===== config.mk =====
export PLATFORM = sky130hd
export DESIGN_NAME = seqDivider
export DESIGN_NICKNAME = d
export VERILOG_FILES = /design/src/logic/codecPkg.sv /design/src/logic/seqDivider.sv
export VERILOG_INCLUDE_DIRS = /design/src /design/src/include
export SDC_FILE = /design/constraint.sdc
export NUM_CORES = 1
export LEC_CHECK = 0
export BUFFER_PORTS_ARGS = -buffer_cell sky130_fd_sc_hd__buf_2
export CAP_MARGIN = 40
export CORE_ASPECT_RATIO = 0.9
export CORE_MARGIN = 2
export CORE_UTILIZATION = 60
export CTS_CLUSTER_DIAMETER = 150
export CTS_CLUSTER_SIZE = 30
export DETAILED_ROUTE_END_ITERATION = 16
export GPL_ROUTABILITY_DRIVEN = 0
export PLACE_DENSITY = 0.9
export RECOVER_POWER = 25
export SLEW_MARGIN = 20
export SYNTH_ARGS = -nofsm -noshare
export SYNTH_HDL_FRONTEND = slang
export SYNTH_SLANG_ARGS = --single-unit

===== constraint.sdc =====
create_clock -name clk -period 6.2 [get_ports clk]
set_clock_uncertainty 0.1 [all_clocks]
set_input_delay 1.24 -clock clk [delete_from_list [all_inputs] [get_ports clk]]
set_output_delay 1.24 -clock clk [all_outputs]
set_load 0.05 [all_outputs]

===== src/include/codec_consts.svh =====
// Codec constants
`ifndef CODEC_CONSTS_SVH
`define CODEC_CONSTS_SVH

// interval arithmetic
`define codecPrecision 16
`define whole          16'd32768   // 2^(precision-1)
`define half           16'd16384
`define quarter        16'd8192
`define threeQuarters  16'd24576

// alphabet
`define numSymbols     257
`define eofSymbol      9'd256
`define symbolWidth    9

// frequency and product widths
`define freqWidth      13          // total stays below quarter
`define prodWidth      29          // precision plus freqWidth

// output words
`define wordWidth      32
`define wordBytes      4

`endif


===== src/logic/codecPkg.sv =====
// Codec shared types
`include "codec_consts.svh"

package codecPkg;

    typedef logic [`codecPrecision-1:0] codeValue;   // interval bound or width
    typedef logic [`freqWidth-1:0]      freqValue;
    typedef logic [`symbolWidth-1:0]    symbolValue;

    // model answer for one symbol
    typedef struct packed {
        freqValue freqBegin;
        freqValue freqEnd;
        freqValue total;
    } symRange;

    typedef struct packed {
        logic [`prodWidth-1:0] dividend;
        freqValue              divisor;
    } divRequest;

    // one code bit from the controller
    typedef struct packed {
        logic valid;
        logic value;
        logic last;   // final bit of the message
    } emitBit;

    typedef enum logic [3:0] {
        stIdle, stMult, stDivHigh, stWaitHigh,
        stDivLow, stWaitLow, stScale, stPending,
        stFinal, stUpdate, stModelWait, stReqBits,
        stBitsAck, stDrain
    } encState;

endpackage


===== src/logic/seqDivider.sv =====
// Restoring sequential divider
`timescale 1ns/1ns
`include "codec_consts.svh"

module seqDivider (
    input  logic                clk,
    input  logic                rstn,
    input  logic                divStart,
    input  codecPkg::divRequest request,
    output logic                divDone,
    output codecPkg::codeValue  quotient
);

    logic [`prodWidth-1:0] dvdReg;     // dividend bits leave at the top as quotient bits enter
    codecPkg::freqValue    divisorReg;
    codecPkg::freqValue    remReg;
    logic [`freqWidth:0]   remShift;
    logic [`freqWidth:0]   remTrial;
    logic                  fits;
    logic [4:0]            stepCnt;
    logic                  busy;

    assign remShift = {remReg, dvdReg[`prodWidth-1]};
    assign remTrial = remShift - {1'b0, divisorReg};
    assign fits     = !remTrial[`freqWidth];   // no borrow
    assign quotient = dvdReg[`codecPrecision-1:0];   // result is bounded by the width

    always_ff @(posedge clk) begin
        if (!rstn) begin
            busy    <= 1'b0;
            stepCnt <= '0;
            divDone <= 1'b0;
        end else begin
            divDone <= busy && stepCnt == 5'd1;
            if (!busy && divStart) begin
                busy    <= 1'b1;
                stepCnt <= 5'(`prodWidth);   // one quotient bit per cycle
            end else if (busy) begin
                stepCnt <= stepCnt - 1'b1;
                if (stepCnt == 5'd1) begin
                    busy <= 1'b0;
                end
            end
        end
    end

    always_ff @(posedge clk) begin
        if (!busy && divStart) begin
            dvdReg     <= request.dividend;
            divisorReg <= request.divisor;
            remReg     <= '0;
        end else if (busy) begin
            remReg <= fits ? remTrial[`freqWidth-1:0] : remShift[`freqWidth-1:0];
            dvdReg <= {dvdReg[`prodWidth-2:0], fits};
        end
    end

endmodule


* Yosys cells after proc, flatten, opt, wreduce, memory -nomap -nowiden *
Index checks and enable logic that the tools add are counted.

operators by class
  add/subtract/negate cells = 2
  equality and inequality tests = 1
  multiplexer cells = 8
  bitwise gates (word level) = 1
  reductions and logical operators = 6

operators with widths
  kind                                                 number
  two-way mux 29 bit                                   2
  subtractor 14 x 13 -> 14 bit                         1
  two-way mux 13 bit                                   1
  two-way mux 5 bit                                    2
  equality test 5 x 1 -> 1 bit, second input constant  1
  subtractor 5 x 1 -> 5 bit, second input constant     1
  two-way mux 1 bit                                    3
  logical AND 1 bit                                    2
  logical NOT 1 bit                                    2
  nonzero test 2 bit                                   1
  OR reduction 2 bit                                   1
  NOT 1 bit                                            1

storage, ports and cells
  bits in registers = 62
  input port bits = 45
  logic and storage cells = 25

* Depth between registers and ports, before layout *
  depth in word-level cells = 4
  gate-level depth with buffers = 10
  gate-level depth less buffers = 9

* Worst setup path after synthesis *
OpenSTA, ideal clock, no wires.

  kind = input to register
  from = input port divStart
  to = register dvdReg[19] (data pin)
  setup time = 260 ps
  data arrival time = 2468 ps
  data required time = 5840 ps
  path slack = 3372 ps
  stages on the path = 3
  cell sequence = nor2b_1 buf_1 mux2_2

between the ends
  word-level cells in the longest chain between the ends = 2

ends and longest elaborated chain
  element                 RTL line          text
  start: declaration      seqDivider.sv:8   input logic divStart,
  logical AND 1 bit       seqDivider.sv:48  if (!busy && divStart) begin
  two-way mux 29 bit      seqDivider.sv:48
  end signal: assignment  seqDivider.sv:49  dvdReg <= request.dividend;
  end signal: assignment  seqDivider.sv:54  dvdReg <= {dvdReg[`prodWidth-2:0], fits};
  end: declaration        seqDivider.sv:14  logic [`prodWidth-1:0] dvdReg;

No other way between the ends.
A chain may end at the register's enable or synchronous reset.

* Final worst setup path *
  from = input port divStart
  to = register dvdReg[18] (data pin)

Same word-level chain as after synthesis.

==> out/qor.csv <==
stage,metric,value,unit
clock_network,clkTransAtPathRegs,0.07,ns
layout,drive_above_1_share,0.3143,
layout,n_antenna_cell,0,
clock_network,holdBufCountCts,0,
setup_path,crit_path_end_kind,flop,
yosys,synthArstFlopShare,0,
hold_path,worst_hold_path_type,flop to flop,
timing,fmax,259.6,MHz
floorplan,die_w,82.46,um
pwr,comb_power_share,0.345,
pwr,ir_drop,0.0002073,V
yosys,synthTopCellsByArea,"edfxtp_1 38%, dfxtp_1 12%, mux2_2 9.8%",
clock_network,cts_tree,built,
status,status,"finished, violations left",
timing,finalHoldViolations,0,
global_routing,grt_overflow,0,
pwr,internal_power,0.9044,mW
global_routing,grt_pass1_vias,2335,
pwr,power_switching,0.5071,mW
pwr,p_total,1.411,mW
yosys,synth_edf_count,42,
clock_network,clock_latency,0.34,ns
clock_network,cts-buffers-inserted,9,
placed_design,portBuffers,61,
clock_network,htreeDepth,3,
placed_design,dp.cells,401,
timing,worst_pin_slew,2.310,ns
floorplan,start_util,0.6289,
floorplan,core_area,0.005286,mm2
global_routing,grt_max_degree,24,
pwr,p_sw_frac,0.3593,
clock_network,post_cts_buffers,0,
yosys,yosys_warnings,0,
setup_path,cp-start-kind,primary input,
timing,min_period_over_period,0.6213,
clock_network,cts_buffer_depth,2,
pwr,seqPwrFrac,0.404,
yosys,ys_seq_area_frac,0.4998,
layout,final_cells,417,
setup_path,crit_path_max_fanout,23,
detailed_routing,first_iter_violations,180,
floorplan,rows,25,
yosys,synthCells,297,
setup_path,critPathKind,primary input to flop,
timing,hold_slack,0.4195,ns
yosys,syn-cell-area,0.003324,mm2
timing,rsz0062_at_grt,no,
yosys,synthFlopType,edfxtp_1,
setup_path,crit_required,6.19,ns
clock_network,cts-root-buf,clkbuf_8,
detailed_routing,routed_wl,6648,um
yosys,ys_ff_latch,62,
global_routing,antenna_found_initial,0,
yosys,synth.avg_cell_area,11.19,um2
detailed_routing,dr.pass1.iters,4,
yosys,synth_top_area_frac,0.3794,
clock_network,cts_resized,0,
detailed_routing,wl_per_cell,15.94,um
global_routing,grt_first_pass_wirelength,10550,um
placed_design,hpwl,4800,um
floorplan,die_y,74.62,um
yosys,ys_types,49,
clock_network,cts.sinks,62,
floorplan,ios,62,
flow_run,cap_violations,1,
layout,final_nets,406,
timing,setup_tns,0,ns
layout,area_delta_synth_final,13.62,%
yosys,synth.largest_area_cell,edfxtp_1,
detailed_routing,vias,2397,
timing,slew-limit-headroom,-0.5430,
layout,fin_util,0.7146,
detailed_routing,viasPerCell,5.748,
setup_path,cp.arrival,3.84,ns
pwr,clkPwrFrac,0.251,
detailed_routing,drc,0,
timing,setup_viol,0,
timing,fin_crit,3.852,ns
timing,slew_viol_final,23,
global_routing,track_usage,0.2334,
pwr,leakage,1.563,nW
pwr,power.density,373.7,mW/mm2
detailed_routing,ant_nets,0,
status,violations,"max-capacitance violations, max-slew violations",
floorplan,die-area,0.006153,mm2
yosys,syn_nets,358,
[worst paths after layout]
| check | endpoint | startpoint | cells after the start | slack, ns |
|---|---|---|---|---|
| setup / recovery | dvdReg[18] | divStart | 4 | 2.35 |
| hold reg to reg | remReg[7] | remReg[7] | 2 | 0.42 |
| hold / removal | remReg[7] | remReg[7] | 2 | 0.42 |
| setup reg to reg | dvdReg[18] | busy | 4 | 2.51 |
[Yosys cell counts, types with 3 or more instances]
master	n
a21o_1	3
buf_1	4
o21ai_0	5
inv_1	21
clkbuf_1	4
nand3_1	3
o31a_1	3
mux2_2	29
nor2b_1	4
dfxtp_1	20
a31oi_1	3
buf_4	16
ha_1	15
nand2b_1	4
o211ai_1	11
nor3_1	8
o31ai_1	3
o21ai_1	5
xnor2_1	7
a21oi_1	12
xor2_1	4
nand2_1	27
nor2_1	9
edfxtp_1	42
[kinds of logic (layout without fill, tap and decap cells)]
kind of cell | after synthesis | in the layout | share of synthesized area
AO/OA/AOI/OAI | 62 | 62 | 0.1329
XOR/XNOR | 11 | 11 | 0.02898
adder cells (fa/ha/maj) | 16 | 16 | 0.06248
buffers and inverters | 49 | 102 | 0.07866
flip-flops | 62 | 62 | 0.4998
multiplexers | 30 | 30 | 0.1012
AND/OR/NAND/NOR | 67 | 67 | 0.09597
[sequential cells by signal, summed over array words and instances, names as in the netlist]
name and cells:
dvdReg 29, stepCnt 5, remReg 13, busy 1, divisorReg 13, divDone 1
[worst max-delay path, cell delays in order]
cell      delay [ns]
clkbuf_1        0.22
nor2b_1         1.78
buf_16          0.23
mux2_2          0.35
[power by group through the flow]
stage               Clock [mW]  Sequential (mW)  Combinational [mW]
floorplan                    0            0.560               0.418
global placement             0            0.577               0.448
detailed placement           0            0.576               0.484
CTS                      0.357            0.569               0.488
global route             0.376            0.578               0.537
finish                   0.355            0.570               0.486
[routing by layer]
layer  track usage  share of wire  wire [um]
met5             0              0          0
met1        0.2807           0.41       2738
met2        0.3925           0.52       3451
met3       0.06235          0.050        333
met4        0.1093          0.019        124
[through the flow]
step / setup slack (ns) / instance area (um2)
finish: 2.348 / 3777
global route: 2.143 / 3777
CTS: 3.280 / 3801
detailed placement: 2.967 / 3603
global placement: 2.915 / 3538
floorplan: 3.372 / 3324
[cell type report]
class                   count  area (um2)
inverters                  21       78.83
fillers                   382        1509
clock buffers               9       123.9
multi-input cells         186        1401
well taps                  67       83.83
repair buffers             65       354.1
clock inverters             7       73.82
flip-flops and latches     62        1662
[cell usage in the layout (no fill, tap or decap), drive strengths merged, types with 2 or more instances in the layout]
cell type	count
and3	2
mux2	29
inv	22
clkinv	4
or2	2
clkbuf	14
nor2	9
xnor2	7
o21ai	10
o21bai	2
ha	15
xor2	4
a211oi	2
dfxtp	20
nor3	8
o31ai	4
o211ai	11
buf	60
nand2b	4
a21o	3
nand2	27
a31oi	3
o21a	2
o31a	3
nand3	3
nor4	2
a21oi	13
edfxtp	42
nor2b	4
a221o	2
or3	2
o221ai	2
o2111ai	2
Note: power is estimated with default switching activity, not from simulation.
