<file path="src/include/codec_consts.svh">
// Codec constants
`ifndef CODEC_CONSTS_SVH
`define CODEC_CONSTS_SVH

// interval arithmetic
`define codecPrecision 16
`define whole          16'd32768   // 2^(precision-1)
`define half           16'd16384
`define quarter        16'd8192
`define threeQuarters  16'd24576

// alphabet
`define numSymbols     257
`define eofSymbol      9'd256
`define symbolWidth    9

// frequency and product widths
`define freqWidth      13          // total stays below quarter
`define prodWidth      29          // precision plus freqWidth

// output words
`define wordWidth      32
`define wordBytes      4

`endif

</file>
<file path="src/logic/codecPkg.sv">
// Codec shared types
`include "codec_consts.svh"

package codecPkg;

    typedef logic [`codecPrecision-1:0] codeValue;   // interval bound or width
    typedef logic [`freqWidth-1:0]      freqValue;
    typedef logic [`symbolWidth-1:0]    symbolValue;

    // model answer for one symbol
    typedef struct packed {
        freqValue freqBegin;
        freqValue freqEnd;
        freqValue total;
    } symRange;

    typedef struct packed {
        logic [`prodWidth-1:0] dividend;
        freqValue              divisor;
    } divRequest;

    // one code bit from the controller
    typedef struct packed {
        logic valid;
        logic value;
        logic last;   // final bit of the message
    } emitBit;

    typedef enum logic [3:0] {
        stIdle, stMult, stDivHigh, stWaitHigh,
        stDivLow, stWaitLow, stScale, stPending,
        stFinal, stUpdate, stModelWait, stReqBits,
        stBitsAck, stDrain
    } encState;

endpackage

</file>
<file path="src/logic/encoderCtrl.sv">
// Encoder interval control
`timescale 1ns/1ns
`include "codec_consts.svh"

module encoderCtrl (
    input  logic                 clk,
    input  logic                 rstn,
    input  logic                 start,
    input  codecPkg::symbolValue symbolIn,
    input  logic                 newBitsProvided,
    output logic                 idle,
    output logic                 newBitsRequested,
    output logic                 modelClear,
    output logic                 modelUpdate,
    output codecPkg::symbolValue curSymbol,
    input  codecPkg::symRange    range,
    input  logic                 modelReady,
    output logic                 divStart,
    output codecPkg::divRequest  request,
    input  logic                 divDone,
    input  codecPkg::codeValue   quotient,
    output codecPkg::emitBit     bitOut,
    input  logic                 packerStall
);

    codecPkg::encState     state;
    codecPkg::codeValue    low;
    codecPkg::codeValue    high;
    codecPkg::codeValue    width;
    codecPkg::codeValue    pending;     // bits owed by middle scaling
    logic                  pendBit;     // value of the owed bits
    logic                  finishing;   // end symbol is being flushed
    logic [`prodWidth-1:0] prodHigh;
    logic [`prodWidth-1:0] prodLow;
    logic                  leftHalf;
    logic                  rightHalf;
    logic                  middle;

    assign leftHalf  = high < `half;
    assign rightHalf = low > `half;
    assign middle    = low > `quarter && high < `threeQuarters;

    assign idle        = state == codecPkg::stIdle;
    assign modelClear  = state == codecPkg::stIdle && start;
    assign modelUpdate = state == codecPkg::stUpdate;
    assign divStart    = state == codecPkg::stDivHigh || state == codecPkg::stDivLow;

    assign request.dividend = (state == codecPkg::stDivLow) ? prodLow : prodHigh;
    assign request.divisor  = range.total;

    // bit offered to the packer in the current state
    always_comb begin
        bitOut = '0;
        case (state)
            codecPkg::stScale: begin
                bitOut.valid = (leftHalf || rightHalf) && !packerStall;
                bitOut.value = rightHalf;
            end
            codecPkg::stFinal: begin
                bitOut.valid = !packerStall;
                bitOut.value = low > `quarter;
            end
            codecPkg::stPending: begin
                bitOut.valid = !packerStall;
                bitOut.value = pendBit;
                bitOut.last  = finishing && pending == 1;
            end
            default: bitOut = '0;
        endcase
    end

    always_ff @(posedge clk) begin
        if (!rstn) begin
            state            <= codecPkg::stIdle;
            newBitsRequested <= 1'b0;
        end else begin
            case (state)
                codecPkg::stIdle: begin
                    if (start) begin
                        curSymbol <= symbolIn;
                        low       <= '0;
                        high      <= `whole;
                        width     <= `whole;
                        pending   <= '0;
                        finishing <= 1'b0;
                        state     <= codecPkg::stMult;
                    end
                end
                codecPkg::stMult: begin
                    prodHigh <= `prodWidth'(width) * `prodWidth'(range.freqEnd);
                    prodLow  <= `prodWidth'(width) * `prodWidth'(range.freqBegin);
                    state    <= codecPkg::stDivHigh;
                end
                codecPkg::stDivHigh: state <= codecPkg::stWaitHigh;
                codecPkg::stWaitHigh: begin
                    if (divDone) begin
                        high  <= low + quotient;   // low is still the old bound here
                        state <= codecPkg::stDivLow;
                    end
                end
                codecPkg::stDivLow: state <= codecPkg::stWaitLow;
                codecPkg::stWaitLow: begin
                    if (divDone) begin
                        low   <= low + quotient;
                        state <= codecPkg::stScale;
                    end
                end
                codecPkg::stScale: begin
                    if (leftHalf || rightHalf) begin
                        if (!packerStall) begin
                            if (leftHalf) begin
                                low     <= low << 1;
                                high    <= high << 1;
                                pendBit <= 1'b1;
                            end else begin
                                low     <= (low - `half) << 1;
                                high    <= (high - `half) << 1;
                                pendBit <= 1'b0;
                            end
                            if (pending != 0) begin
                                state <= codecPkg::stPending;
                            end
                        end
                    end else if (middle) begin
                        low     <= (low - `quarter) << 1;
                        high    <= (high - `quarter) << 1;
                        pending <= pending + 1'b1;
                    end else if (curSymbol == `eofSymbol) begin
                        state <= codecPkg::stFinal;
                    end else begin
                        state <= codecPkg::stUpdate;
                    end
                end
                codecPkg::stPending: begin
                    if (!packerStall) begin
                        pending <= pending - 1'b1;
                        if (pending == 1) begin
                            state <= finishing ? codecPkg::stDrain : codecPkg::stScale;
                        end
                    end
                end
                codecPkg::stFinal: begin
                    if (!packerStall) begin
                        pending   <= pending + 1'b1;
                        pendBit   <= !(low > `quarter);
                        finishing <= 1'b1;
                        state     <= codecPkg::stPending;
                    end
                end
                codecPkg::stUpdate: state <= codecPkg::stModelWait;
                codecPkg::stModelWait: begin
                    if (modelReady) begin
                        newBitsRequested <= 1'b1;
                        width            <= high - low;
                        state            <= codecPkg::stReqBits;
                    end
                end
                codecPkg::stReqBits: begin
                    if (newBitsProvided) begin
                        curSymbol        <= symbolIn;
                        newBitsRequested <= 1'b0;
                        state            <= codecPkg::stBitsAck;
                    end
                end
                codecPkg::stBitsAck: begin
                    if (!newBitsProvided) begin
                        state <= codecPkg::stMult;
                    end
                end
                codecPkg::stDrain: begin
                    if (!packerStall) begin   // final word has been read
                        state <= codecPkg::stIdle;
                    end
                end
                default: state <= codecPkg::stIdle;
            endcase
        end
    end

endmodule

</file>
<file path="config.mk">
export PLATFORM = sky130hd
export DESIGN_NAME = encoderCtrl
export DESIGN_NICKNAME = d
export VERILOG_FILES = /design/src/logic/codecPkg.sv /design/src/logic/encoderCtrl.sv
export VERILOG_INCLUDE_DIRS = /design/src /design/src/include
export SDC_FILE = /design/constraint.sdc
export NUM_CORES = 1
export LEC_CHECK = 0
export ABC_AREA = 1
export BUFFER_PORTS_ARGS = -buffer_cell sky130_fd_sc_hd__buf_4
export CORE_MARGIN = 2
export CORE_UTILIZATION = 37
export DETAILED_ROUTE_END_ITERATION = 16
export PLACE_DENSITY = 0.57
export SLEW_MARGIN = 20
export SYNTH_ARGS = -nofsm -noshare
export SYNTH_HDL_FRONTEND = slang
export SYNTH_SLANG_ARGS = --single-unit
export TNS_END_PERCENT = 1
</file>
<file path="constraint.sdc">
create_clock -name clk -period 5.78 [get_ports clk]
set_input_delay 1.156 -clock clk [delete_from_list [all_inputs] [get_ports clk]]
set_output_delay 1.156 -clock clk [all_outputs]
set_load 0.02 [all_outputs]
</file>
### After elaboration in Yosys (flattened, before gate mapping)

Index checks and enable logic that the tools add are counted.

| cells by class | value |
|---|---|
| multiplexer cells | 54 |
| add/sub/neg operators | 8 |
| $lt $le $gt $ge | 4 |
| reduce and logical (&&, ||, !) cells | 28 |
| multipliers | 2 |
| equality and inequality tests | 33 |

Operators with widths:

| operator | count |
|---|---|
| $mux W16 | 16 |
| $pmux W16 S3 | 2 |
| $pmux W16 S4 | 1 |
| $mux W4 | 15 |
| $mul A16 B13 Y29 | 2 |
| $pmux W4 S14 | 1 |
| $lt A16 B15 Y1 const B | 2 |
| $pmux W16 S2 | 1 |
| $sub A15 B14 Y15 const B | 2 |
| $sub A15 B15 Y15 const B | 2 |
| $mux W29 | 1 |
| $ne A2 B2 Y1 const B | 14 |
| $eq A4 B4 Y1 const B | 6 |
| $mux W9 | 2 |
| $pmux W9 S2 | 1 |
| $add A16 B1 Y16 const B | 1 |
| $add A16 B16 Y16 | 1 |
| $eq A16 B1 Y1 const B | 1 |
| $eq A4 B3 Y1 const B | 4 |
| $gt A16 B14 Y1 const B | 1 |
| $gt A16 B15 Y1 const B | 1 |
| $reduce_bool A16 Y1 | 1 |
| $sub A16 B1 Y16 const B | 1 |
| $sub A16 B16 Y16 | 1 |
| 21 further kinds | 49 |

| storage, ports and cells | value |
|---|---|
| register bits after elaboration | 138 |
| output and inout port bits | 59 |
| logic and storage cells | 140 |
| bits of input ports | 71 |

### Logic depth before layout (Yosys ltp)

| depth | value |
|---|---|
| depth in word-level cells | 5 |
| mapped depth | 24 |
| gate-level depth less buffers | 22 |

### Worst setup path after synthesis

OpenSTA, ideal clock, no wires.

| path | value |
|---|---|
| kind | input to register |
| from | input port range[14] (netlist bit) |
| to | register prodHigh[23], data pin |
| setup slack | -0.064 ns |
| stages on the path | 21 |
| library setup time | 0.252 ns |
| arrival time | 5.591 ns |
| buffers on the path | 2 |
| required time | 5.528 ns |
| cells stage by stage | clkbuf_1 -> clkbuf_1 -> nand2_1 -> fa_1 -> fa_1 -> inv_1 -> fa_1 -> inv_1 -> fa_1 -> fa_1 -> inv_1 -> ha_1 -> a21oi_1 -> a21boi_0 -> o21ai_1 -> nand3_1 -> nand2_1 -> nand2_1 -> nand2_1 -> nand2_1 -> nand2_1 |

| on the way | value |
|---|---|
| longest elaborated chain between the ends | 1 |

Ends and longest elaborated chain:

| what | RTL line | text |
|---|---|---|
| start: declaration | encoderCtrl.sv:16 | `input codecPkg::symRange range,` |
| $mul A16 B13 Y29 (no line) | -- |  |
| end signal: assignment | encoderCtrl.sv:90 | `` prodHigh <= `prodWidth'(width) * `prodWidth'(range.freqEnd); `` |
| end: declaration | encoderCtrl.sv:33 | `` logic [`prodWidth-1:0] prodHigh; `` |

Every way passes these cells.
A chain may end at the register's enable or synchronous reset.

### Final worst setup path

| path | value |
|---|---|
| from | input port range[20] (netlist bit) |
| to | register prodHigh[22], data pin |

Same word-level chain as after synthesis.

==> impl_metrics.yaml <==
setup_path:
  critPathTopFamily: "adder cells"
  arrival_ps: 5600
  crit_top_cell: "fa_1"
  crit_path_start_kind: "primary input"
  timing.rr.start: "width[1]$_SDFFCE_PN0P_"
  r2r_setup_slack_ps: 430
  required_ps: 5980
  crit_type: "in -> reg"
  r2r_end: "prodHigh[22]$_DFFE_PP_"
  slowest_stage: "fa_1"
  reg2regPathDepth: 17
  path_cells: "buf_4, nand2_1, fa_1, inv_1, fa_1, fa_1, fa_1, inv_1, fa_1, inv_1, ha_1, nand2_1, nor2_1, inv_1, o21ai_0, a21oi_1, o21ai_0, xor2_1"
  endpoint_kind: "flop"
  cp_num_buf_inv: 5
  critPathMaxStageDelay_ps: 560
  worstPathMaxFanout: 14
synth:
  ys_seq_area_share_pct: 18.6
  synthArstFlopShare_pct: 0
  synth_cell_types: 47
  synth_edf_count: 133
  avgSynthCellArea_sq_um: 7.75
  ys_ff_latch: 138
  syn_area_sq_um: 22000
  synth_top_area_cell: "fa_1"
  synthesis.nets: 3406
  ys_top_cells_by_area: "fa_1, edfxtp_1, nand2_1"
  synth-main-ff-cell: "edfxtp_1"
  synth_cells: 2842
  yosysWarnings: 0
  netlist.area_leader.share_pct: 28.2
detailed_routing:
  firstDrtPassIters: 5
  antenna_left: 0
  post-route-drc-count: 0
  drt_iter0_drc: 1029
  routed.top_layer: "met5"
  met3_length_microns: 4190
  via_count: 17900
  wl_met2_microns: 28100
  totalWireLength_microns: 58900
  wl_met1_microns: 25200
  wl_per_cell_microns: 15.8
  viasPerCell: 4.79
final_layout:
  layout_common_cells: "nand2_1, inv_1, fa_1"
  syn_to_final_growth_pct: 12.5
  drive_gt1_share_pct: 9.29
  final_common_cell: "nand2_1"
  design_area_sq_um: 24800
  fin_cells: 3733
  final_core_util_pct: 42.1
  fill_cells: 5936
  diodes: 0
  final_nets: 3511
place:
  portBuffers: 103
  place_hpwl_microns: 47600
  dp_cells: 3699
  placed_area_sq_um: 24200
  gp_congestion: 0.867
sta:
  grt_setup_unrepaired: "false"
  fmaxAchievable_mhz: 185
  holdWs_ps: 517
  hold_viol: 0
  setup_viol: 0
  fin_crit_ps: 5400
  worst_pin_slew_ps: 874
  slew_violations: 0
  final.setup_skew_ps: 12.5
  finalCritPeriodShare_pct: 93.5
  slew_headroom_pct: 41.7
run:
  cap_violations: 0
global_route:
  grt_pass1_vias: 18500
  grt_pass1_wl_microns: 96000
  grt_overflow: 0
  antenna_found_initial: 1
  grt_max_degree: 59
  grt_usage_pct: 20.0
clocking:
  cts_setup_buffers: 0
  post_cts_resized: 0
  cts_root_buffer: "clkbuf_16"
  tritoncts: "built"
  clockBufferDepth: 2
  path_clk_slew_ps: 60
  cts_buffers: 17
  cts_hold_buf: 0
  cts.sinks: 138
  clkLatencyLatePin_ps: 460
  h-tree-depth: 4
floorplanning:
  die_area_sq_um: 61500
  die_x_microns: 248
  die_h_microns: 248
  ios: 130
  core-area_sq_um: 58900
  start_util_pct: 37.4
  rows: 89
worst_hold_path:
  holdCritStartpoint: "newBitsRequested$_SDFFE_PN0P_"
  hold_depth: 2
  worstHoldPathType: "reg -> reg"
  whs_endpoint: "newBitsRequested$_SDFFE_PN0P_"
outcome:
  outcome: "finished clean"
[tightest hold or removal path, cell delays in order (launching register included)]
cell and delay, ps:
dfxtp_1 330, o21ai_0 80, a21oi_1 60
[state kept, by name, summed over array words and instances, names as in the netlist]
| name | flops |
|---|---|
| newBitsRequested | 1 |
| prodLow | 29 |
| high | 16 |
| prodHigh | 29 |
| low | 16 |
| pending | 16 |
| curSymbol | 9 |
| pendBit | 1 |
| finishing | 1 |
| width | 16 |
| state | 4 |
[layer usage]
metal  GRT usage (%)  vias to the layer above
li1                -                     8676
met1            25.5                     8607
met2            33.9                      518
met3            4.54                       82
met4            5.88                        2
met5               0                        -
[area by class of cell]
cell class	instances	area, sq um	share of cell area [%]
multi-input combinational	1827	14600	58.9
sequential	138	4090	16.5
inverter	751	2820	11.4
timing repair buffer	212	1720	6.93
tap	773	967	3.90
clock buffer	17	425	1.72
clock inverter	15	156	0.631
[per-stage QoR]
stage          setup TNS, ps  worst slack [ps]
2_1_floorplan          -6.59             -4.38
6_report                   0               377
4_1_cts                    0               284
3_3_place_gp           -83.2             -45.3
3_5_place_dp            -144             -53.0
5_1_grt                    0              78.1
[worst max path at each step]
stage	from	to	slack, ps	depth (start not counted)
global route	width[15]$_SDFFCE_PN1P_	prodHigh[28]$_DFFE_PP_	80	17
finish	range[20]	prodHigh[22]$_DFFE_PP_	380	18
CTS	width[4]$_SDFFCE_PN0P_	prodLow[21]$_DFFE_PP_	280	16
detailed placement	range[20]	prodHigh[22]$_DFFE_PP_	-50	18
floorplan	range[17]	prodHigh[24]$_DFFE_PP_	-4	20
global placement	range[33]	prodLow[21]$_DFFE_PP_	-50	18
[synthesized netlist by cell type (all sizes together) (2+ instances only)]
cell,instances
a211oi,4
a21boi,3
a21o,16
a21oi,107
a31oi,7
buf,19
clkbuf,107
clkinv,4
dfxtp,5
edfxtp,133
fa,310
ha,183
inv,747
nand2,747
nand3,79
nand3b,3
nand4,20
nor2,136
nor3,21
nor4,2
o211ai,2
o21a,3
o21ai,81
o21bai,9
o22ai,17
o31ai,2
or2,2
xnor2,23
xor2,42
[cell families (layout without fill, tap and decap cells)]
group | count (synthesis) | in the layout | share of synthesized area, %
AND/OR/NAND/NOR | 1011 | 1011 | 18.5
XOR/XNOR | 65 | 65 | 2.58
flip-flops | 138 | 138 | 18.6
adder cells (fa/ha/maj) | 493 | 493 | 38.6
buffers and inverters | 877 | 995 | 15.2
AO/OA/AOI/OAI | 258 | 258 | 6.58
Power is not shown: default switching activity piles up to over one toggle a cycle in this logic, so the estimate is an artifact.
