**config.mk**
```make
export PLATFORM = sky130hd
export DESIGN_NAME = bitPacker
export DESIGN_NICKNAME = d
export VERILOG_FILES = /design/src/logic/codecPkg.sv /design/src/logic/bitPacker.sv
export VERILOG_INCLUDE_DIRS = /design/src /design/src/include
export SDC_FILE = /design/constraint.sdc
export NUM_CORES = 1
export LEC_CHECK = 0
export ABC_AREA = 1
export ABC_CLOCK_PERIOD_IN_PS = 4000
export BUFFER_PORTS_ARGS = -buffer_cell sky130_fd_sc_hd__buf_2
export CORE_UTILIZATION = 35
export DETAILED_ROUTE_END_ITERATION = 10
export PLACE_DENSITY = 0.58
export REMOVE_ABC_BUFFERS = 1
export SLEW_MARGIN = 20
export SYNTH_ARGS = -nofsm -noshare
export SYNTH_HDL_FRONTEND = slang
export SYNTH_SLANG_ARGS = --single-unit
```
**constraint.sdc**
```tcl
create_clock -name clk -period 4 [get_ports clk]
set_input_delay 0.2 -clock clk [delete_from_list [all_inputs] [get_ports clk]]
set_output_delay 0.2 -clock clk [all_outputs]
set_load 0.03 [all_outputs]
```
**src/include/codec_consts.svh**
```systemverilog
// Codec constants
`ifndef CODEC_CONSTS_SVH
`define CODEC_CONSTS_SVH

// interval arithmetic
`define codecPrecision 16
`define whole          16'd32768   // 2^(precision-1)
`define half           16'd16384
`define quarter        16'd8192
`define threeQuarters  16'd24576

// alphabet
`define numSymbols     257
`define eofSymbol      9'd256
`define symbolWidth    9

// frequency and product widths
`define freqWidth      13          // total stays below quarter
`define prodWidth      29          // precision plus freqWidth

// output words
`define wordWidth      32
`define wordBytes      4

`endif

```
**src/logic/codecPkg.sv**
```systemverilog
// Codec shared types
`include "codec_consts.svh"

package codecPkg;

    typedef logic [`codecPrecision-1:0] codeValue;   // interval bound or width
    typedef logic [`freqWidth-1:0]      freqValue;
    typedef logic [`symbolWidth-1:0]    symbolValue;

    // model answer for one symbol
    typedef struct packed {
        freqValue freqBegin;
        freqValue freqEnd;
        freqValue total;
    } symRange;

    typedef struct packed {
        logic [`prodWidth-1:0] dividend;
        freqValue              divisor;
    } divRequest;

    // one code bit from the controller
    typedef struct packed {
        logic valid;
        logic value;
        logic last;   // final bit of the message
    } emitBit;

    typedef enum logic [3:0] {
        stIdle, stMult, stDivHigh, stWaitHigh,
        stDivLow, stWaitLow, stScale, stPending,
        stFinal, stUpdate, stModelWait, stReqBits,
        stBitsAck, stDrain
    } encState;

endpackage

```
**src/logic/bitPacker.sv**
```systemverilog
// Output word packer
`timescale 1ns/1ns
`include "codec_consts.svh"

module bitPacker (
    input  logic                        clk,
    input  logic                        rstn,
    input  codecPkg::emitBit            bitIn,
    input  logic                        readSuccess,
    output logic                        packerStall,
    output logic                        resultReady,
    output logic [$clog2(`wordBytes):0] validOutputBytes,
    output logic [`wordWidth-1:0]       codeWord
);

    logic [$clog2(`wordWidth)-1:0] bitPtr;
    logic                          wordFull;   // word presented until read completes
    logic                          ackSeen;    // readSuccess went high
    logic                          wordDone;

    assign wordDone    = bitIn.valid && (bitPtr == 5'(`wordWidth - 1) || bitIn.last);
    assign packerStall = wordFull;

    always_ff @(posedge clk) begin
        if (!rstn) begin
            codeWord    <= '0;
            bitPtr      <= '0;
            wordFull    <= 1'b0;
            ackSeen     <= 1'b0;
            resultReady <= 1'b0;
        end else if (!wordFull) begin
            if (bitIn.valid) begin
                codeWord[bitPtr] <= bitIn.value;   // first bit lands in bit 0
                if (wordDone) begin
                    wordFull    <= 1'b1;
                    resultReady <= 1'b1;
                end else begin
                    bitPtr <= bitPtr + 1'b1;
                end
            end
        end else if (!ackSeen) begin
            if (readSuccess) begin
                resultReady <= 1'b0;
                ackSeen     <= 1'b1;
                codeWord    <= '0;
                bitPtr      <= '0;
            end
        end else if (!readSuccess) begin
            ackSeen  <= 1'b0;
            wordFull <= 1'b0;
        end
    end

    // bytes holding bits 0 to bitPtr
    always_ff @(posedge clk) begin
        if (!wordFull && wordDone) begin
            validOutputBytes <= {1'b0, bitPtr[4:3]} + 3'd1;
        end
    end

endmodule

```
Word-level counts from Yosys, hierarchy flattened
Cells that the tools add are included.
{"block": "word_totals", "word_cells": 46, "output_inout_bits": 37, "latchBits": 0, "input_bits": 6, "mem_count": 0, "rom_bits": 0, "ram_bits": 0, "reg_bits": 43}
{"block": "classes", "div_mod_pow": 0, "mul": 0, "shift": 0, "add_sub_neg": 2, "mux": 22, "n_bitwise": 0, "reduce_logical": 10, "order_cmp": 2, "eq_ne": 4}
{"operator": "$mux 32", "n": 4}
{"operator": "$bwmux 32", "n": 1}
{"operator": "$mux 5", "n": 5}
{"operator": "$mux 1", "n": 11}
{"operator": "$reduce_and 4->1", "n": 2}
{"operator": "$lt 5x6->1 const B", "n": 1}
{"operator": "$ne 2x2->1 const B", "n": 3}
{"operator": "$add 5x1->5 const B", "n": 1}
{"operator": "$demux 1 s5", "n": 1}
{"operator": "$eq 5x5->1 const B", "n": 1}
{"operator": "$ge 5x1->1 const B", "n": 1}
{"operator": "$reduce_bool 2->1", "n": 2}
{"operator": "$add 2x1->3 const B", "n": 1}
{"operator": "$logic_and 1x1->1", "n": 3}
{"operator": "$reduce_and 3->1", "n": 1}
{"operator": "$logic_not 1->1", "n": 1}
{"operator": "$logic_or 1x1->1", "n": 1}

Logic depth before layout (Yosys ltp)
Gate-level depths: netlist (run 1).
{"block": "depth", "ltp_word": 7, "mapped_depth": 12, "depth_no_buf": 11}

Worst setup path after synthesis (run 1)
OpenSTA, ideal clock, no wires.
{"block": "synth_timing", "kind": "register to register", "startpoint": "reg bitPtr[0]", "endpoint": "reg bitPtr[4]", "period_less_slack_ns": 1.741, "path_buffers": 1, "setup_time_ns": 0.128, "required_ns": 3.872, "path_stages_with_launch": 13, "setup_slack_ns": 2.259, "arrival_ns": 1.614, "path_cell_list": "dfxtp_1 > ha_1 > clkbuf_1 > nand2_1 > nor2_1 > ha_1 > inv_1 > nand2_1 > nand2_2 > nand2_1 > nand2_1 > o21ai_0 > nor2_1"}
{"block": "synth_between", "elab_chain_cells": 5, "elab_cells_between_ends": 9, "cone_classes": "add/sub (1); eq/ne (2); mux (3); reduce/logical (3)"}
{"element": "start, declared", "line": "bitPacker.sv:16", "text": "logic [$clog2(`wordWidth)-1:0] bitPtr;"}
{"element": "start signal, assigned", "line": "bitPacker.sv:38", "text": "bitPtr <= bitPtr + 1'b1;"}
{"element": "parallel branches: the longest is 5 deep, another holds $add 5x1->5"}
Parallel ways; which one is timed is not known. The select of a mux whose other input is x is not followed.
A chain may end at the register's enable or synchronous reset.

Worst setup path after layout (run 1)
{"block": "layout_timing", "startpoint": "reg wordFull, in the netlist packerStall", "endpoint": "reg bitPtr[4]"}
{"block": "layout_between", "elab_chain_cells": 2, "elab_cells_between_ends": 6, "cone_classes": "eq/ne (3); mux (1); reduce/logical (2)"}
{"element": "start, declared", "line": "bitPacker.sv:17", "text": "logic wordFull;"}
{"element": "start signal, assigned", "line": "bitPacker.sv:28", "text": "wordFull <= 1'b0;"}
{"element": "start signal, assigned", "line": "bitPacker.sv:35", "text": "wordFull <= 1'b1;"}
{"element": "start signal, assigned", "line": "bitPacker.sv:50", "text": "wordFull <= 1'b0;"}
{"element": "$ne 2x2->1 (no source line) or $reduce_bool 2->1 (tied branches)"}
{"element": "$reduce_and 4->1 (no source line)"}
Several ways; a longest one is shown, not always the timed one.

==> results of run 1 <==
[metal layers]
metal	global-route usage, %	wire length (um)
met1	24.27	2714
met2	25.29	2138
met3	3.483	203
met4	5.000	58
met5	0	0
[cells in the final DEF (no fill, tap or decap), drive strengths merged]
| cell type | synthesis | final |
|---|---|---|
| buf | 16 | 43 |
| clkbuf | 10 | 7 |
| dfxtp | 40 | 40 |
| o21ai | 17 | 17 |
| nor2 | 23 | 23 |
| nand3 | 20 | 20 |
| inv | 18 | 18 |
| nand2 | 104 | 104 |
| edfxtp | 3 | 3 |
| nand4 | 19 | 19 |
| ha | 9 | 9 |
| clkinv | 0 | 1 |
| a21oi | 38 | 38 |
| a31oi | 1 | 1 |
[worst min-delay path by stage]
stage	cells past startpoint	from	slack, ns	end
global placement	2	codeWord[9]$_SDFFE_PN0P_	0.45	codeWord[9]$_SDFFE_PN0P_
global route	3	rstn	0.15	bitPtr[2]$_SDFFE_PN0P_
finish	3	rstn	0.15	bitPtr[2]$_SDFFE_PN0P_
CTS	3	rstn	0.14	bitPtr[2]$_SDFFE_PN0P_
floorplan	2	rstn	0.32	bitPtr[2]$_SDFFE_PN0P_
detailed placement	2	codeWord[27]$_SDFFE_PN0P_	0.45	codeWord[27]$_SDFFE_PN0P_
[registers in the layout (all words and copies together) (netlist names)]
register and count:
codeWord 32, bitPtr 5, validOutputBytes 3, ackSeen 1
packerStall 1, resultReady 1
[per-stage QoR]
stage,instances,area (um2),setup WS [ns]
floorplan,292,2056,1.765
global placement,410,2367,1.664
detailed placement,410,2367,1.640
CTS,418,2480,1.646
global route,418,2485,1.391
finish,418,2485,1.583
[area by class of cell]
| type | count | area [um2] | share of cell area (%) |
|---|---|---|---|
| Multi-Input combinational cell | 231 | 1102 | 44.36 |
| Timing Repair Buffer | 43 | 217.7 | 8.761 |
| Inverter | 18 | 67.56 | 2.719 |
| Clock inverter | 1 | 5.005 | 0.2014 |
| Sequential cell | 43 | 890.9 | 35.85 |
| Tap cell | 75 | 93.84 | 3.776 |
| Clock buffer | 7 | 107.6 | 4.330 |
[power breakdown]
part / switching (W) / internal (W) / total [W]
Clock: 0.000152 / 0.000177 / 0.000329
Combinational: 0.000101 / 0.0000372 / 0.000139
Sequential: 0.00000576 / 0.000441 / 0.000447
[cells by family after synthesis]
kind of cell / after synthesis / share of synthesized area, %
flops: 43 / 40.59
simple gates: 166 / 32.04
fa+ha+maj: 9 / 5.131
compound gates: 56 / 12.83
buf+inv: 44 / 9.407
[critical path: stages, from the launching register on]
cell and delay (ns):
dfxtp_1 0.30, buf_4 0.19, inv_2 0.30, nand2_2 0.14, nand2_1 0.79, nand2_1 0.28, o21ai_0 0.23, nor2_1 0.05
==> impl_metrics.toml, run 1 <==
[critical_path]
cp_max_fo = 38
rr_worst_depth = 7
worstPathArrival_ns = 2.58
critPathRequiredTime_ns = 4.17
crit_path_end_kind = "flop"
timing.rr.start = "packerStall$_SDFF_PN0_"
critPathCapture = "bitPtr[4]$_SDFFE_PN0P_"
worstSetupPathType = "reg -> reg"
r2r_slack_ns = 1.58
start_kind = "flop"
r2r_end = "bitPtr[4]$_SDFFE_PN0P_"
crit_start = "packerStall$_SDFF_PN0_"

[route]
first_pass_iters = 4
wl_per_cell_um = 12.23
viasPerCell = 4.890
drt_iter0_markers = 173
drc = 0
drtAntennaViolNets = 0
wirelength_um = 5114
vias = 2044

[logic_synthesis]
synth-seq-cells = 43
yosys-top-cells-area = "dfxtp_1, nand2_1, a21oi_1, nand4_1, ha_1"
ys_seq_area_share_pct = 40.59
synth_ff_type = "dfxtp_1"
synth_top_cell_by_area = "dfxtp_1"
yosysTopAreaCellShare_pct = 36.49
synth_cells = 318
synth.most_common_cell = "nand2_1"
syn_area_per_cell_um2 = 6.901
synth.cells.most_frequent = "nand2_1, dfxtp_1, a21oi_1, nor2_1, nand3_1"
ys_warn_count = 0
synth.distinct_cells = 19
syn-cell-area_um2 = 2195
synth_edf_count = 3
synthArstFlopShare_pct = 0

[timing]
hold_violations = 0
tightest_slew_ns = 1.042
setup_viol = 0
drv_slew = 0
fmax_ghz = 0.4138
fin_tns_setup_ns = 0
relSlewSlack_pct = 30.38
grt_setup_unrepaired = "no"
clock_skew_ns = 0.006780
timing.final.crit_period_ns = 2.417
hold_ws_ns = 0.1479
fin_crit_sh_pct = 60.42

[cts]
htreeDepth = 2
clk_pin_slew_ns = 0.08
clock_latency_ns = 0.30
cts_tree = "built"
clock_sinks = 43
cts-root-buf = "clkbuf_8"
holdBufCountCts = 0
cts_resized = 0
cts_made_buffers = 5
clockBufferDepth = 2
cts_setup_buffers = 0

[final_layout]
syn_to_final_growth_pct = 13.23
drive_gt1_share_pct = 16.33
n_antenna_cell = 0
fill_cells = 644
nets = 357
fin_util_pct = 41.48

[placement]
dp_hpwl_um = 3386
numPortBuffers = 42
place.gp.congestion = 0.7266

[job]
cap_violations = 0

[floorplanning]
die_area_um2 = 6591
die_w_um = 81.19
start_util_pct = 36.63
ios = 43
core_region_area_um2 = 5991
die_y_um = 81.19
rows = 28

[grt]
grt_pass1_wl_um = 8597
grt-ovfl-total = 0
grt_pass1_vias = 1861
antenna_found_initial = 0
grt_max_degree = 40
grtUsageTotal_pct = 16.93

[status]
status = "finished, final reports clean"

[hold_path]
hold_path_class = "in -> reg"

[power]
peakVddDrop_mv = 0.2047
p_leak_nw = 1.051
power_density_nw_per_um2 = 368.2
p_total_w = 0.0009150
Power figures use the tool's default switching activity.
==> run 2, diff against run 1 <==
--- a/config.mk
+++ b/config.mk
@@ -7,11 +7,11 @@
 export NUM_CORES = 1
 export LEC_CHECK = 0
 export ABC_AREA = 1
-export ABC_CLOCK_PERIOD_IN_PS = 4000
+export ABC_CLOCK_PERIOD_IN_PS = 2050
 export BUFFER_PORTS_ARGS = -buffer_cell sky130_fd_sc_hd__buf_2
 export CORE_UTILIZATION = 35
 export DETAILED_ROUTE_END_ITERATION = 10
-export PLACE_DENSITY = 0.58
+export PLACE_DENSITY = 0.6
 export REMOVE_ABC_BUFFERS = 1
 export SLEW_MARGIN = 20
 export SYNTH_ARGS = -nofsm -noshare
==> constraint.sdc (replaced) <==
create_clock -name clk -period 2.05 [get_ports clk]
set_input_delay 0.1025 -clock clk [delete_from_list [all_inputs] [get_ports clk]]
set_output_delay 0.1025 -clock clk [all_outputs]
set_load 0.03 [all_outputs]
==> run 2 against run 1 <==
Clock power grew 62%. Core utilization grew 0.92 points. Sequential share of layout area shrank 0.78 points. Global-route usage is essentially flat. Worst hold slack lost 0.093 ns. Register-to-register slack lost 1.2 ns. Largest cell class unchanged. Highest routed layer unchanged.
==> impl_metrics.toml, run 2 (synthesis gave the netlist of run 1 again) <==
[critical_path]
critPathRequiredTime_ns = 2.23
start_kind = "flop"
worstPathArrival_ns = 1.81
crit_path_end_kind = "flop"
worstSetupPathType = "reg -> reg"
cp_max_fo = 10

[grt]
grtUsageTotal_pct = 16.91
grt_pass1_wl_um = 8590
antenna_found_initial = 0
grt_max_degree = 40
grt-ovfl-total = 0
grt_pass1_vias = 1803

[timing]
grt_setup_unrepaired = "no"
relSlewSlack_pct = 72.71
fin_crit_sh_pct = 79.48
worst_slack_ns = 0.4207
fmax_ghz = 0.6138
tightest_slew_ns = 0.4093
clock_skew_ns = 0.006575
setup_viol = 0
drv_slew = 0
timing.final.crit_period_ns = 1.629
hold_violations = 0

[route]
drt_iter0_markers = 119
drtAntennaViolNets = 0
viasPerCell = 4.808
first_pass_iters = 4
drc = 0
wirelength_um = 5220
vias = 2058
wl_per_cell_um = 12.20

[power]
peakVddDrop_mv = 0.2852
power_density_nw_per_um2 = 665.5
p_leak_nw = 1.089

[final_layout]
drive_gt1_share_pct = 18.13
nets = 367
top_register = "codeWord"
largest_reg_flops = 32
fill_cells = 638
syn_to_final_growth_pct = 15.74
reg_top3 = "codeWord: 32 flops, bitPtr: 5 flops, validOutputBytes: 3 flops"
fin_util_pct = 42.40
mostFrequentLayoutCells = "nand2_1, buf_2, dfxtp_1"
mostFrequentLayoutCell = "nand2_1"
n_antenna_cell = 0

[cts]
holdBufCountCts = 0
cts-root-buf = "clkbuf_8"
clk_pin_slew_ns = 0.08
clock_latency_ns = 0.30
cts_setup_buffers = 0
clock_sinks = 43
cts_tree = "built"
htreeDepth = 2
cts_made_buffers = 5
clockBufferDepth = 2
cts_resized = 0

[floorplanning]
start_util_pct = 36.63
rows = 28
die_w_um = 81.19
die_y_um = 81.19
ios = 43
die_area_um2 = 6591
core_region_area_um2 = 5991

[hold_path]
hold_path_class = "in -> reg"

[status]
status = "finished, final reports clean"

[placement]
dp_hpwl_um = 3486
dpl_worst_slack_ns = 0.4396
numPortBuffers = 42
place.gp.congestion = 0.7687

[job]
cap_violations = 0
[run 2: path summary, 6_finish.rpt]
kind	from	endpoint	slack (ns)	cells past startpoint
max	bitPtr[0]$_SDFFE_PN0P_	bitPtr[4]$_SDFFE_PN0P_	0.42	10
min	rstn	bitPtr[2]$_SDFFE_PN0P_	0.06	3
max reg2reg	bitPtr[0]$_SDFFE_PN0P_	bitPtr[4]$_SDFFE_PN0P_	0.42	10
min reg2reg	codeWord[19]$_SDFFE_PN0P_	codeWord[19]$_SDFFE_PN0P_	0.46	2
[run 2: layout make-up]
type | instances | area (um2) | area share, %
Tap cell | 75 | 93.84 | 3.695
Clock buffer | 6 | 72.57 | 2.857
Sequential cell | 43 | 890.9 | 35.07
Timing Repair Buffer | 53 | 305.3 | 12.02
Inverter | 18 | 67.56 | 2.660
Multi-Input combinational cell | 231 | 1097 | 43.20
Clock inverter | 2 | 12.51 | 0.4926
[run 2: power by group]
group / internal, W / total, W / switching (W)
Clock: 0.000238 / 0.000532 / 0.000294
Sequential: 0.000861 / 0.000876 / 0.0000149
Combinational: 0.0000872 / 0.000282 / 0.000195
[run 2: per-layer routing]
layer	GRT usage [%]	vias to the layer above	routed length, um
met5	0	-	0
li1	-	1106	-
met4	6.429	0	70
met3	2.697	6	198
met2	26.47	39	2384
met1	23.12	907	2567
[run 2: critical path, stage by stage, from the launching register on]
cell	delay (ns)
dfxtp_1	0.36
ha_1	0.22
nand2_1	0.08
nor2_1	0.04
ha_1	0.18
inv_1	0.05
nand2_1	0.05
nand2_2	0.16
nand2_1	0.15
o21ai_0	0.17
nor2_1	0.05
[run 2: stage by stage]
stage / power (W) / std cells / cell area, um2 / hold WS [ns] / TNS (ns)
after floorplan: 0.001085 / 292 / 2056 / 0.2230 / -1.073
after global placement: 0.001179 / 420 / 2455 / 0.3714 / 0
after detailed placement: 0.001179 / 420 / 2455 / 0.3751 / 0
after CTS: 0.001719 / 428 / 2540 / 0.04859 / 0
after global routing: 0.001786 / 428 / 2540 / 0.04595 / 0
final: 0.001690 / 428 / 2540 / 0.05513 / 0
